## config.mk

```make
export PLATFORM = sky130hd
export DESIGN_NAME = ati_peripheral_bridge
export DESIGN_NICKNAME = d
export VERILOG_FILES = /design/src/ati_pkg.sv /design/src/ati_byte_serializer.sv /design/src/ati_packet_timer.sv /design/src/ati_peripheral_bridge.sv /design/src/ati_rx_packer.sv /design/src/ati_rx_reader.sv /design/src/ati_tx_buffer.sv
export VERILOG_INCLUDE_DIRS = /design/src
export SDC_FILE = /design/constraint.sdc
export NUM_CORES = 1
export LEC_CHECK = 0
export ABC_AREA = 1
export BUFFER_PORTS_ARGS = -buffer_cell sky130_fd_sc_hd__buf_2
export CAP_MARGIN = 20
export CORE_ASPECT_RATIO = 1.2
export CORE_MARGIN = 8
export CORE_UTILIZATION = 40
export CTS_CLUSTER_DIAMETER = 120
export DETAILED_ROUTE_END_ITERATION = 16
export SLEW_MARGIN = 30
export SYNTH_ARGS = -nofsm -noshare
export SYNTH_HDL_FRONTEND = slang
export SYNTH_SLANG_ARGS = --single-unit
```

## constraint.sdc

```tcl
create_clock -name clk -period 5.35 [get_ports clk]
set_input_delay 0 -clock clk [delete_from_list [all_inputs] [get_ports clk]]
set_output_delay 0 -clock clk [all_outputs]
set_load 0.01 [all_outputs]
```

## src/ati_consts.svh

```systemverilog
`ifndef ATI_CONSTS_SVH
`define ATI_CONSTS_SVH

// Stream side widths
`define ATI_BUS_W 64
`define ATI_ADDR_W 64

// Channel field sits in the top address bits
`define ATI_CHANNEL_W 2
`define ATI_CHANNEL_ID 1

// Write buffer entries, one stream word each
`define ATI_TX_DEPTH 4

// Read buffer, split into word blocks
`define ATI_RX_BYTES 32
// Byte 0 of each block carries the amount
`define ATI_BLOCK_BYTES 4

// Idle cycles before a partly filled block is closed
`define ATI_PACKET_TIMEOUT 16

`endif

```

## src/ati_pkg.sv

```systemverilog
`default_nettype none

package ati_pkg;

`include "ati_consts.svh"

    // Stream access size
    typedef enum logic [1:0] {
        BYTE  = 2'd0,
        WORD  = 2'd1,
        DWORD = 2'd2
    } ati_data_type_e;

    // Stream read word, decoded as one block or as a block pair
    typedef union packed {
        struct packed {
            // Zero padding above the block
            logic [`ATI_BUS_W-33:0] pad;
            // First arrived byte in the low byte
            logic [23:0]            data;
            logic [7:0]             amount;
        } word;
        struct packed {
            // Upper block bytes above lower block bytes
            logic [`ATI_BUS_W-17:0] data;
            // Sum of both block amounts
            logic [15:0]            amount;
        } dword;
    } ati_rx_packet_u;

endpackage

`default_nettype wire

```

## src/ati_byte_serializer.sv

```systemverilog
`timescale 1ns/10ps
`default_nettype none

`include "ati_consts.svh"

module ati_byte_serializer (
    input  logic                    clk,
    input  logic                    rst_n,
    input  logic [`ATI_BUS_W-1:0]   front_word,
    input  ati_pkg::ati_data_type_e front_type,
    input  logic                    empty,
    output logic                    pop,
    output logic [7:0]              s_ati_wdata,
    output logic                    s_ati_wr_req,
    input  logic                    s_ati_wr_available
);

    localparam int IDX_W = $clog2(`ATI_BUS_W / 8);

    logic [IDX_W-1:0] byte_idx;
    logic [IDX_W-1:0] last_idx;
    logic             active;

    // Byte under the index, least significant first
    assign s_ati_wdata = front_word[{byte_idx, 3'b000} +: 8];

    // Last byte index from the entry size
    always_comb begin
        case (front_type)
            ati_pkg::BYTE:  last_idx = '0;
            ati_pkg::WORD:  last_idx = IDX_W'(3);
            ati_pkg::DWORD: last_idx = IDX_W'(`ATI_BUS_W / 8 - 1);
            default:        last_idx = '0;
        endcase
    end

    // Device back-pressure freezes everything
    assign active = ~empty & s_ati_wr_available;

    // Entry done once its last byte is strobed
    assign pop = active & s_ati_wr_req & (byte_idx == last_idx);

    always_ff @(posedge clk) begin
        if (!rst_n) begin
            byte_idx     <= '0;
            s_ati_wr_req <= 1'b0;
        end else if (active) begin
            // Strobe toggles, device samples on high cycles
            s_ati_wr_req <= ~s_ati_wr_req;
            if (s_ati_wr_req) begin
                if (pop) begin
                    byte_idx <= '0;
                end else begin
                    byte_idx <= byte_idx + 1'b1;
                end
            end
        end
    end

endmodule

`default_nettype wire

```

## src/ati_packet_timer.sv

```systemverilog
`timescale 1ns/10ps
`default_nettype none

`include "ati_consts.svh"

module ati_packet_timer (
    input  logic clk,
    input  logic rst_n,
    input  logic enable,
    output logic expired
);

    localparam int CNT_W = $clog2(`ATI_PACKET_TIMEOUT + 1);

    logic [CNT_W-1:0] count;

    assign expired = count == CNT_W'(`ATI_PACKET_TIMEOUT);

    always_ff @(posedge clk) begin
        if (!rst_n) begin
            count <= '0;
        end else if (!enable) begin
            // Any activity restarts the idle count
            count <= '0;
        end else if (!expired) begin
            count <= count + 1'b1;
        end
    end

endmodule

`default_nettype wire

```

## src/ati_peripheral_bridge.sv

```systemverilog
`timescale 1ns/10ps
`default_nettype none

`include "ati_consts.svh"

module ati_peripheral_bridge (
    input  logic                    clk,
    input  logic                    rst_n,
    // Stream side
    input  logic [`ATI_BUS_W-1:0]   s_atis_wdata,
    input  logic [`ATI_ADDR_W-1:0]  s_atis_addr,
    input  logic                    s_atis_wr_req,
    input  logic                    s_atis_rd_req,
    input  ati_pkg::ati_data_type_e s_atis_data_type,
    output ati_pkg::ati_rx_packet_u s_atis_rdata,
    output logic                    s_atis_wr_available,
    output logic                    s_atis_rd_available,
    // Byte-wide device side
    output logic [7:0]              s_ati_wdata,
    output logic                    s_ati_wr_req,
    output logic                    s_ati_rd_req,
    input  logic [7:0]              s_ati_rdata,
    input  logic                    s_ati_wr_available,
    input  logic                    s_ati_rd_available
);

    // Write side hand-off
    logic [`ATI_BUS_W-1:0]   front_word;
    ati_pkg::ati_data_type_e front_type;
    logic                    empty;
    logic                    pop;

    // Read side hand-off
    logic [2:0]                 rd_block;
    logic [`ATI_RX_BYTES*8-1:0] block_bytes;
    logic [63:0]                block_amount;
    logic [7:0]                 closed_toggle;

    ati_tx_buffer u_tx_buffer (
        .clk                 (clk),
        .rst_n               (rst_n),
        .s_atis_wdata        (s_atis_wdata),
        .s_atis_addr         (s_atis_addr),
        .s_atis_wr_req       (s_atis_wr_req),
        .s_atis_data_type    (s_atis_data_type),
        .s_atis_wr_available (s_atis_wr_available),
        .front_word          (front_word),
        .front_type          (front_type),
        .empty               (empty),
        .pop                 (pop)
    );

    ati_byte_serializer u_serializer (
        .clk                (clk),
        .rst_n              (rst_n),
        .front_word         (front_word),
        .front_type         (front_type),
        .empty              (empty),
        .pop                (pop),
        .s_ati_wdata        (s_ati_wdata),
        .s_ati_wr_req       (s_ati_wr_req),
        .s_ati_wr_available (s_ati_wr_available)
    );

    ati_rx_packer u_rx_packer (
        .clk                (clk),
        .rst_n              (rst_n),
        .s_ati_rdata        (s_ati_rdata),
        .s_ati_rd_available (s_ati_rd_available),
        .s_ati_rd_req       (s_ati_rd_req),
        .rd_block           (rd_block),
        .block_bytes        (block_bytes),
        .block_amount       (block_amount),
        .closed_toggle      (closed_toggle)
    );

    ati_rx_reader u_rx_reader (
        .clk                 (clk),
        .rst_n               (rst_n),
        .s_atis_addr         (s_atis_addr),
        .s_atis_rd_req       (s_atis_rd_req),
        .s_atis_data_type    (s_atis_data_type),
        .s_atis_rdata        (s_atis_rdata),
        .s_atis_rd_available (s_atis_rd_available),
        .block_bytes         (block_bytes),
        .block_amount        (block_amount),
        .closed_toggle       (closed_toggle),
        .rd_block            (rd_block)
    );

endmodule

`default_nettype wire

```

## src/ati_rx_packer.sv

```systemverilog
`timescale 1ns/10ps
`default_nettype none

`include "ati_consts.svh"

module ati_rx_packer (
    input  logic                       clk,
    input  logic                       rst_n,
    input  logic [7:0]                 s_ati_rdata,
    input  logic                       s_ati_rd_available,
    output logic                       s_ati_rd_req,
    input  logic [2:0]                 rd_block,
    output logic [`ATI_RX_BYTES*8-1:0] block_bytes,
    output logic [63:0]                block_amount,
    output logic [7:0]                 closed_toggle
);

    localparam int NUM_BLOCKS = `ATI_RX_BYTES / `ATI_BLOCK_BYTES;
    localparam int BLK_W      = $clog2(NUM_BLOCKS);
    localparam int SLOT_W     = $clog2(`ATI_BLOCK_BYTES);
    localparam logic [SLOT_W-1:0] LAST_SLOT = SLOT_W'(`ATI_BLOCK_BYTES - 1);

    localparam logic OUT_BLOCK = 1'b0;
    localparam logic IN_BLOCK  = 1'b1;

    // Byte 0 of each block holds its amount
    logic [7:0]              buf_mem [0:`ATI_RX_BYTES-1];
    logic                    state;
    logic [BLK_W-1:0]        wr_block;
    logic [SLOT_W-1:0]       slot;
    logic [BLK_W+SLOT_W-1:0] wr_addr;
    logic [BLK_W+SLOT_W-1:0] amt_addr;
    logic                    buf_full;
    logic                    open_blk;
    logic                    store_byte;
    logic                    ack;
    logic                    close_blk;
    logic                    timer_en;
    logic                    timer_expired;

    ati_packet_timer u_timer (
        .clk     (clk),
        .rst_n   (rst_n),
        .enable  (timer_en),
        .expired (timer_expired)
    );

    assign wr_addr  = {wr_block, slot};
    assign amt_addr = {wr_block, {SLOT_W{1'b0}}};

    // Keep one block free ahead of the reader
    assign buf_full = (wr_block + 1'b1) == rd_block;

    assign open_blk   = (state == OUT_BLOCK) & s_ati_rd_available & ~buf_full;
    // Byte capture, ack follows on the next cycle
    assign store_byte = (state == IN_BLOCK) & ~s_ati_rd_req & s_ati_rd_available;
    assign ack        = (state == IN_BLOCK) & s_ati_rd_req;
    // Open block waiting for data
    assign timer_en   = (state == IN_BLOCK) & ~s_ati_rd_req & ~s_ati_rd_available;
    // Close on third byte acked or on idle timeout
    assign close_blk  = (ack & (slot == LAST_SLOT)) | (timer_en & timer_expired);

    always_ff @(posedge clk) begin
        if (!rst_n) begin
            state         <= OUT_BLOCK;
            wr_block      <= '0;
            slot          <= SLOT_W'(1);
            s_ati_rd_req  <= 1'b0;
            closed_toggle <= '0;
        end else begin
            // One-cycle pop acknowledge to the device
            s_ati_rd_req <= store_byte;
            if (open_blk) begin
                state <= IN_BLOCK;
                slot  <= SLOT_W'(1);
            end
            if (ack && !close_blk) begin
                slot <= slot + 1'b1;
            end
            if (close_blk) begin
                state    <= OUT_BLOCK;
                wr_block <= wr_block + 1'b1;
                // Hands the block over to the reader
                closed_toggle[wr_block] <= ~closed_toggle[wr_block];
            end
        end
    end

    always_ff @(posedge clk) begin
        if (open_blk) begin
            buf_mem[amt_addr] <= 8'd0;
        end
        if (store_byte) begin
            buf_mem[wr_addr]  <= s_ati_rdata;
            buf_mem[amt_addr] <= buf_mem[amt_addr] + 8'd1;
        end
    end

    // Flattened views for the reader
    for (genvar i = 0; i < `ATI_RX_BYTES; i++) begin : g_bytes
        assign block_bytes[i*8 +: 8] = buf_mem[i];
    end

    for (genvar b = 0; b < NUM_BLOCKS; b++) begin : g_amount
        assign block_amount[b*8 +: 8] = buf_mem[b*`ATI_BLOCK_BYTES];
    end

endmodule

`default_nettype wire

```

## src/ati_rx_reader.sv

```systemverilog
`timescale 1ns/10ps
`default_nettype none

`include "ati_consts.svh"

module ati_rx_reader (
    input  logic                       clk,
    input  logic                       rst_n,
    input  logic [`ATI_ADDR_W-1:0]     s_atis_addr,
    input  logic                       s_atis_rd_req,
    input  ati_pkg::ati_data_type_e    s_atis_data_type,
    output ati_pkg::ati_rx_packet_u    s_atis_rdata,
    output logic                       s_atis_rd_available,
    input  logic [`ATI_RX_BYTES*8-1:0] block_bytes,
    input  logic [63:0]                block_amount,
    input  logic [7:0]                 closed_toggle,
    output logic [2:0]                 rd_block
);

    localparam int BLOCK_W = `ATI_BLOCK_BYTES * 8;

    logic [7:0]         consumed_toggle;
    logic [7:0]         valid;
    logic [2:0]         rd_next;
    logic               channel_hit;
    logic               take;
    logic               pair_read;
    logic [BLOCK_W-9:0] cur_data;
    logic [BLOCK_W-9:0] next_data;
    logic [7:0]         cur_amt;
    logic [7:0]         next_amt;

    assign channel_hit = s_atis_addr[`ATI_ADDR_W-1 -: `ATI_CHANNEL_W]
                         == `ATI_CHANNEL_W'(`ATI_CHANNEL_ID);

    // Closed but not yet consumed
    assign valid   = closed_toggle ^ consumed_toggle;
    assign rd_next = rd_block + 3'd1;

    // Data bytes sit above the amount byte
    assign cur_data  = block_bytes[rd_block*BLOCK_W + 8 +: BLOCK_W-8];
    assign next_data = block_bytes[rd_next*BLOCK_W + 8 +: BLOCK_W-8];
    assign cur_amt   = block_amount[rd_block*8 +: 8];
    assign next_amt  = block_amount[rd_next*8 +: 8];

    always_comb begin
        s_atis_rdata        = '0;
        s_atis_rd_available = 1'b0;
        pair_read           = 1'b0;
        case (s_atis_data_type)
            // Byte reads come back word aligned
            ati_pkg::BYTE, ati_pkg::WORD: begin
                s_atis_rdata.word.data   = cur_data;
                s_atis_rdata.word.amount = cur_amt;
                s_atis_rd_available      = valid[rd_block];
            end
            ati_pkg::DWORD: begin
                s_atis_rdata.dword.data   = {next_data, cur_data};
                s_atis_rdata.dword.amount = 16'(cur_amt) + 16'(next_amt);
                s_atis_rd_available       = valid[rd_block] & valid[rd_next];
                pair_read                 = 1'b1;
            end
            default: begin
                s_atis_rdata.word.data   = cur_data;
                s_atis_rdata.word.amount = cur_amt;
            end
        endcase
    end

    assign take = channel_hit & s_atis_rd_req & s_atis_rd_available;

    always_ff @(posedge clk) begin
        if (!rst_n) begin
            consumed_toggle <= '0;
            rd_block        <= '0;
        end else if (take) begin
            consumed_toggle[rd_block] <= ~consumed_toggle[rd_block];
            if (pair_read) begin
                // Second block of the pair goes too
                consumed_toggle[rd_next] <= ~consumed_toggle[rd_next];
                rd_block <= rd_block + 3'd2;
            end else begin
                rd_block <= rd_next;
            end
        end
    end

endmodule

`default_nettype wire

```

## src/ati_tx_buffer.sv

```systemverilog
`timescale 1ns/10ps
`default_nettype none

`include "ati_consts.svh"

module ati_tx_buffer (
    input  logic                    clk,
    input  logic                    rst_n,
    input  logic [`ATI_BUS_W-1:0]   s_atis_wdata,
    input  logic [`ATI_ADDR_W-1:0]  s_atis_addr,
    input  logic                    s_atis_wr_req,
    input  ati_pkg::ati_data_type_e s_atis_data_type,
    output logic                    s_atis_wr_available,
    output logic [`ATI_BUS_W-1:0]   front_word,
    output ati_pkg::ati_data_type_e front_type,
    output logic                    empty,
    input  logic                    pop
);

    localparam int PTR_W = $clog2(`ATI_TX_DEPTH);

    // Entry storage, word and its access size
    logic [`ATI_BUS_W-1:0]   word_mem [0:`ATI_TX_DEPTH-1];
    ati_pkg::ati_data_type_e type_mem [0:`ATI_TX_DEPTH-1];

    // Extra wrap bit tells full from empty
    logic [PTR_W:0] rear_ptr;
    logic [PTR_W:0] front_ptr;
    logic           channel_hit;
    logic           full;
    logic           push;

    // Request counts only for our channel
    assign channel_hit = s_atis_addr[`ATI_ADDR_W-1 -: `ATI_CHANNEL_W]
                         == `ATI_CHANNEL_W'(`ATI_CHANNEL_ID);

    assign full  = (rear_ptr[PTR_W] != front_ptr[PTR_W])
                   && (rear_ptr[PTR_W-1:0] == front_ptr[PTR_W-1:0]);
    assign empty = rear_ptr == front_ptr;

    // Writes into a full buffer are dropped
    assign push = channel_hit & s_atis_wr_req & ~full;
    assign s_atis_wr_available = ~full;

    // Front entry goes to the serializer
    assign front_word = word_mem[front_ptr[PTR_W-1:0]];
    assign front_type = type_mem[front_ptr[PTR_W-1:0]];

    always_ff @(posedge clk) begin
        if (!rst_n) begin
            rear_ptr  <= '0;
            front_ptr <= '0;
        end else begin
            if (push) begin
                rear_ptr <= rear_ptr + 1'b1;
            end
            // Serializer has sent the last byte of the front entry
            if (pop && !empty) begin
                front_ptr <= front_ptr + 1'b1;
            end
        end
    end

    always_ff @(posedge clk) begin
        if (push) begin
            word_mem[rear_ptr[PTR_W-1:0]] <= s_atis_wdata;
            type_mem[rear_ptr[PTR_W-1:0]] <= s_atis_data_type;
        end
    end

endmodule

`default_nettype wire

```

* Word level (Yosys, flattened, before mapping)
Memory sizes are Yosys's and may differ from the RTL's. A register that Yosys moved wholly into a read port is not among the register bits. Index checks and enable logic that the tools add are counted.
Operators by class: add/sub/neg operators 12, magnitude comparators 6, eq/ne operators 13, shift operators 5, multiplexer cells 42, bitwise gates (word level) 33, reduce and logical (&&, ||, !) cells 14
Operator list (count):
- 256-bit by 33-bit indexed part select with 24-bit output | 2
- 64-bit by 7-bit indexed part select with 8-bit output | 3
- 32-bit two-way mux | 2
- 8-bit bitwise mux | 3
- 8-bit by 4-bit adder with 9-bit output (second input constant) | 2
- 1-bit bitwise AND | 18
- 8-bit two-way mux | 2
- 3-bit by 1-bit adder with 3-bit output (second input constant) | 5
- 1-bit binary-select mux with 3-bit select | 5
- 1-bit two-way mux | 15
- 3-bit by 4-bit < comparator with 1-bit output (second input constant) | 3
- 2-bit two-way mux | 6
- 1-bit NOT | 12
- 5-bit two-way mux | 2
- 8-bit by 8-bit adder with 9-bit output | 1
- 1-bit demux with 3-bit select | 3
- 3-bit == test | 3
- 3-bit by 1-bit greater-or-equal comparator with 1-bit output (second input constant) | 3
- 8-bit by 1-bit adder with 8-bit output (second input constant) | 1
- 8-bit XOR | 1
- 2-bit by 1-bit == test with 1-bit output (second input constant) | 3
- 2-bit == test (second input constant) | 3
- 1-bit logical AND | 6
- 3-bit two-way mux | 2
- 15 further kinds | 19
Storage, ports and cells: register bits after elaboration 41, RAM bits 520, input bits 144, output and inout port bits 76, word-level logic and storage cells 140, memories kept 3
Memory list:
- u_rx_packer.buf_mem | words 32, bits a word 8, read ports 33, clocked after Yosys merged registers in 1, wr ports 2, line ati_rx_packer.sv:27 | logic [7:0] buf_mem [0:`ATI_RX_BYTES-1];
- u_tx_buffer.word_mem | words 4, bits a word 64, read ports 1, clocked after Yosys merged registers in 1, wr ports 1, line ati_tx_buffer.sv:23 | logic [`ATI_BUS_W-1:0] word_mem [0:`ATI_TX_DEPTH-1];
- u_tx_buffer.type_mem | words 4, bits a word 2, read ports 1, clocked after Yosys merged registers in 1, wr ports 1, line ati_tx_buffer.sv:24 | ati_pkg::ati_data_type_e type_mem [0:`ATI_TX_DEPTH-1];

* Depth between registers and ports, before layout
depth after elaboration 8, mapped depth 20, depth with buffers taken out 19

* Hierarchy
Synthesis repeated with hierarchy kept, for this count alone.
Second synthesis, totals: cell total of the unflattened synthesis 2998, area total of the unflattened synthesis 28875.2 um^2
By module, submodules not included:
- ati_tx_buffer | times used 1, cells an instance 713, area an instance 10862.9 um^2, seq. area each 8087.8 um^2
- ati_rx_packer | times used 1, cells an instance 780, area an instance 10642.7 um^2, seq. area each 8047.7 um^2
- ati_rx_reader | times used 1, cells an instance 1281, area an instance 6189.7 um^2, seq. area each 220.2 um^2
- ati_byte_serializer | times used 1, cells an instance 187, area an instance 919.6 um^2, seq. area each 80.1 um^2
- ati_packet_timer | times used 1, cells an instance 37, area an instance 260.2 um^2, seq. area each 100.1 um^2

* Worst setup path before layout
OpenSTA, ideal clock, no wires.
path kind register -> register, start reg u_tx_buffer.front_ptr[0], end reg u_tx_buffer.rear_ptr[2], library setup time 89 ps, arrival 4215 ps, required time 5261 ps, setup slack 1045 ps, stages on the path, launching flop included 8, cell sequence dfxtp_1 -> xor2_1 -> nor2_1 -> nand2_1 -> nand4_1 -> nor2_1 -> o21ai_0 -> a21oi_1
On the way: word-level cells in the longest chain between the ends 4
Ends and longest elaborated chain:
- start, declared | line ati_tx_buffer.sv:28 | logic [PTR_W:0] front_ptr;
- start signal, assigned | line ati_tx_buffer.sv:59 | front_ptr <= front_ptr + 1'b1;
- 2-bit == test | line ati_tx_buffer.sv:38 | && (rear_ptr[PTR_W-1:0] == front_ptr[PTR_W-1:0]);
- 1-bit logical AND | line ati_tx_buffer.sv:38
- 1-bit NOT
- via s_atis_wr_available | line ati_peripheral_bridge.sv:16 | output logic s_atis_wr_available,
- 1-bit bitwise AND | line ati_tx_buffer.sv:42 | assign push = channel_hit & s_atis_wr_req & ~full;
- end signal, assigned | line ati_tx_buffer.sv:55 | rear_ptr <= rear_ptr + 1'b1;
- end, declared | line ati_tx_buffer.sv:27 | logic [PTR_W:0] rear_ptr;
The timed path passes the listed nets, and every way through them passes these cells. A chain may end at the register's enable or synchronous reset.

==> results by group <==
Layout
  • Final instance area: 30,940 µm²
  • Commonest cells after routing, fill and taps aside: 520 x edfxtp_1, 389 x o21ai_0, 369 x nor2_1
  • Final nets: 2,926
  • Cell Count, Final, Fillers Out: 3,700
  • Most common cell after layout, fill and taps aside: edfxtp_1
  • Finished Core Util: 46.44%
  • Layout Area Growth over Synthesis: 15.59%
  • Area of the multi-input gates: 8992 µm²
  • Layout cell share with drive strength beyond 1: 12.69%
  • Fillcell total: 6,119
  • FF/Latch Area: 16,550 µm²

Clock tree
  • H-tree lvl count: 2
  • Reg clk slew, reported paths: 0.06 ns
  • Root buffer cell: clkbuf_16
  • CTS tree: yes
  • Clk_lat worst skew: 0.65 ns
  • Max Root-Sink Buffers: 3
  • CTS Buf Count: 57
  • Sink Count: 566
  • Postcts setup bufs: 0

Place
  • Dpl cells: around 3,500
  • Post-DP HPWL: 48,540 µm
  • Place WS: 1.598 ns
  • I/O Buffers: 157
  • Gpl congestion: approximately 0.85
  • Placed cell areas: 28,190 µm²

Worst setup path
  • Critical path class: register to output pin
  • CP arrival: 4.42 ns
  • Reg2Reg Setup Slack: 2.01 ns
  • Startpoint class of the critical path: register
  • CP endpoint kind: output pin
  • Worst R2R End: u_rx_packer.buf_mem[26][5]
  • Worst Path Max Fanout: 25
  • CP required: 5.35 ns
  • Reg2Reg Launch Point: u_rx_packer.state
  • R2R depth: 6

Synth
  • Mux share of post-synthesis cell area: less than 1%
  • Post-Synth Adder-Cell Area: ~1.4%
  • Post-Synth XOR/XNOR Area: less than 1%
  • Post-Syn Nets: 2,776
  • YS warnings: 0
  • Seq/Total Area, Yosys: 61.78%
  • Cell Area, Synth: 26,770 µm²
  • Seq cells post-synth: 566
  • Post-Synthesis Cells: 2,603
  • Yosys cell types: 60
  • Area fraction in compound gates after synthesis: 18.02%
  • Main combinational cell family by area after synthesis: compound AO/OA/AOI/OAI gates
  • Synthesized-area fraction occupied by and/or/nand/nor cells: about an eighth
  • Async set-or-reset flop fraction in the synthesized netlist: 0%
  • Post-synth top flop: edfxtp_1
  • Post-synth EDFFs: between 500 and 600
  • Synthesized area per cell: 10.28 µm²

Routing
  • DRC: 0
  • Via count: between 20,000 and 25,000
  • Vias per inst: 5.693
  • Routed len/inst: 21.64 µm
  • Final wirelength: around 80,000 µm
  • Initial DRC count: a little under 2,000
  • DRT Pass-1 Iters: 5
  • DRT antenna net count: 0

Min path
  • Hold crit path type: primary input to register
  • Min-delay src: s_atis_addr[63]
  • Hold Path Sink: u_rx_reader.rd_block[0]
  • Hold path cells: 7

Power
  • Overall Power: 9.347 mW
  • Static Leak: 10.93 nW
  • Max rail drop VDD: 390.4 µV
  • PD cells: 302.1 nW/µm²

STA
  • Max Clock Freq: 0.2265 GHz
  • Setup TNS: 0 ns
  • Max-Slew Margin vs Limit: 28.00%
  • Tightest Pin Transition: 1.069 ns
  • RSZ-0062 raised after global routing: no
  • Setup WS post-layout: 0.9343 ns
  • Fin Hold WS: roughly 0.11 ns
  • Tmin final: between 4 and 5 ns
  • Final setup vio count: 0
  • Final Max Tran Viols: 0
  • Hold Fails Final Rpt: 0
  • Setup Skew: 0.04748 ns
  • Final Cycle Share: 82.54%

Global route
  • First-pass GRT wire length: 121,600 µm
  • Antenna violations before repair: 0
  • Number of global-route vias before repair: 20,783
  • Met3 GRT Util: 2.894%
  • Largest net degree at the start of global routing: between 100 and 150
  • GR Util met2: between 30% and 40%
  • M1 GR Usage: 25.89%
  • Most Crowded Layer GR: met2
  • Gr usage total: 20.58%
  • Grt ovf: 0

Flow run
  • MaxCap Viol Count: 0

Die
  • Die area: between 70,000 and 80,000 µm²
  • Starting density of the core: 40.18%
  • Ports: 220
  • Die Span Y: approximately 300 µm
  • Die Width: 252.1 µm
  • Row cnt: 104
  • Core ar.: about 67,000 µm²

Status
  • Status: completed
-- critical path, stage by stage, from the launching register on --
cell and delay [ns]:
dfxtp_2 0.61, inv_4 0.29, nand2_1 0.16, nand2_1 0.12
nand2_1 0.11, inv_1 0.28, a22oi_1 0.27, o2111ai_1 0.13
ha_1 0.25, fa_1 0.47, nand3_1 0.11, nand3_1 0.13
nand2_1 0.12, nand2_1 0.06, a21oi_1 0.17, nor2_1 0.07
o21ai_0 0.15, a22oi_1 0.08, buf_2 0.18
-- cell usage after synthesis, drive strengths merged, types with 2 or more instances --
library cell,number,area [µm²]
clkinv,5,18.77
a211oi,2,15.01
nor2b,2,12.51
o22ai,39,244.0
buf,78,480.5
a22o,36,315.3
nor2,398,1538
o211ai,17,127.6
edfxtp,520,15610
inv,118,445.4
xnor2,7,61.31
o221ai,64,560.5
a22oi,9,67.56
o21ai,426,2162
a31oi,40,250.2
o2111ai,7,61.31
a21oi,146,749.5
nand3b,6,48.80
nand4,12,81.33
and2,3,18.77
or2,3,18.77
nor3,6,46.30
nand2,369,1423
ha,28,350.3
dfxtp,46,920.9
nand3,71,372.9
clkbuf,103,386.6
a221oi,24,210.2
o21a,2,16.27
xor2,8,70.07
-- metal layers --
metal,routed length [µm],vias up,part of all wire [%]
li1,-,9723,-
met5,0,-,0
met1,32180,10256,40
met3,5305,210,6.6
met4,3260,0,4.1
met2,39300,875,49
-- kinds of logic after synthesis --
kind of cell | after synthesis
flip-flops | 566
AO/OA/AOI/OAI | 817
adder cells (fa/ha/maj) | 29
buffers and inverters | 304
XOR/XNOR | 15
AND/OR/NAND/NOR | 871
multiplexers | 1
-- state kept, by name (all words and copies together), names as in the netlist, named ones only --
name,flops
u_tx_buffer.type_mem,8
u_serializer.byte_idx,3
u_rx_packer.closed_toggle,8
u_serializer.s_ati_wr_req,1
u_rx_packer.u_timer.count,5
u_rx_reader.rd_block,3
u_rx_packer.wr_block,3
u_tx_buffer.front_ptr,3
u_rx_packer.s_ati_rd_req,1
u_rx_packer.slot,2
u_tx_buffer.word_mem,256
u_rx_packer.buf_mem,256
u_rx_packer.state,1
u_tx_buffer.rear_ptr,3
u_rx_reader.consumed_toggle,8
-- timing repair --
| action | in CTS | in global routing |
|---|---|---|
| hold endpoints to repair | 493 | 0 |
| hold buffers | 78 | 0 |
| resized for setup | 0 | 0 |
-- area by class of cell --
type / instances / share of cell area [%]
clock buffer: 65 / 4.707
antenna: 1 / 0.008088
sequential: 566 / 53.49
tap: 901 / 3.643
inverter: 123 / 1.512
clock inverter: 39 / 1.403
multi-input combinational: 1733 / 29.06
timing repair buffer: 272 / 6.171
-- power by group --
| part | internal (mW) | total (mW) | leakage, nW | switching (mW) |
|---|---|---|---|---|
| combinational | 0.146 | 0.413 | 4.93 | 0.268 |
| sequential | 4.86 | 4.88 | 5.08 | 0.0154 |
| clock | 2.30 | 4.06 | 0.910 | 1.76 |
| total | 7.31 | 9.35 | 10.9 | 2.04 |
-- worst max-delay path by stage --
stage	startpoint	end	slack (ns)	depth (start not counted)
6_report	u_rx_reader.rd_block[2]	s_atis_rdata[8]	0.93	18
5_1_grt	u_rx_reader.rd_block[2]	s_atis_rdata[8]	0.60	18
4_1_cts	u_rx_reader.rd_block[2]	s_atis_rdata[7]	0.92	17
3_5_place_dp	u_rx_reader.rd_block[0]	s_atis_rdata[7]	1.60	16
3_3_place_gp	u_rx_reader.rd_block[2]	s_atis_rdata[7]	1.59	17
2_1_floorplan	u_tx_buffer.front_ptr[0]	u_tx_buffer.rear_ptr[2]	1.05	7
(Power assumes the default switching activity.)
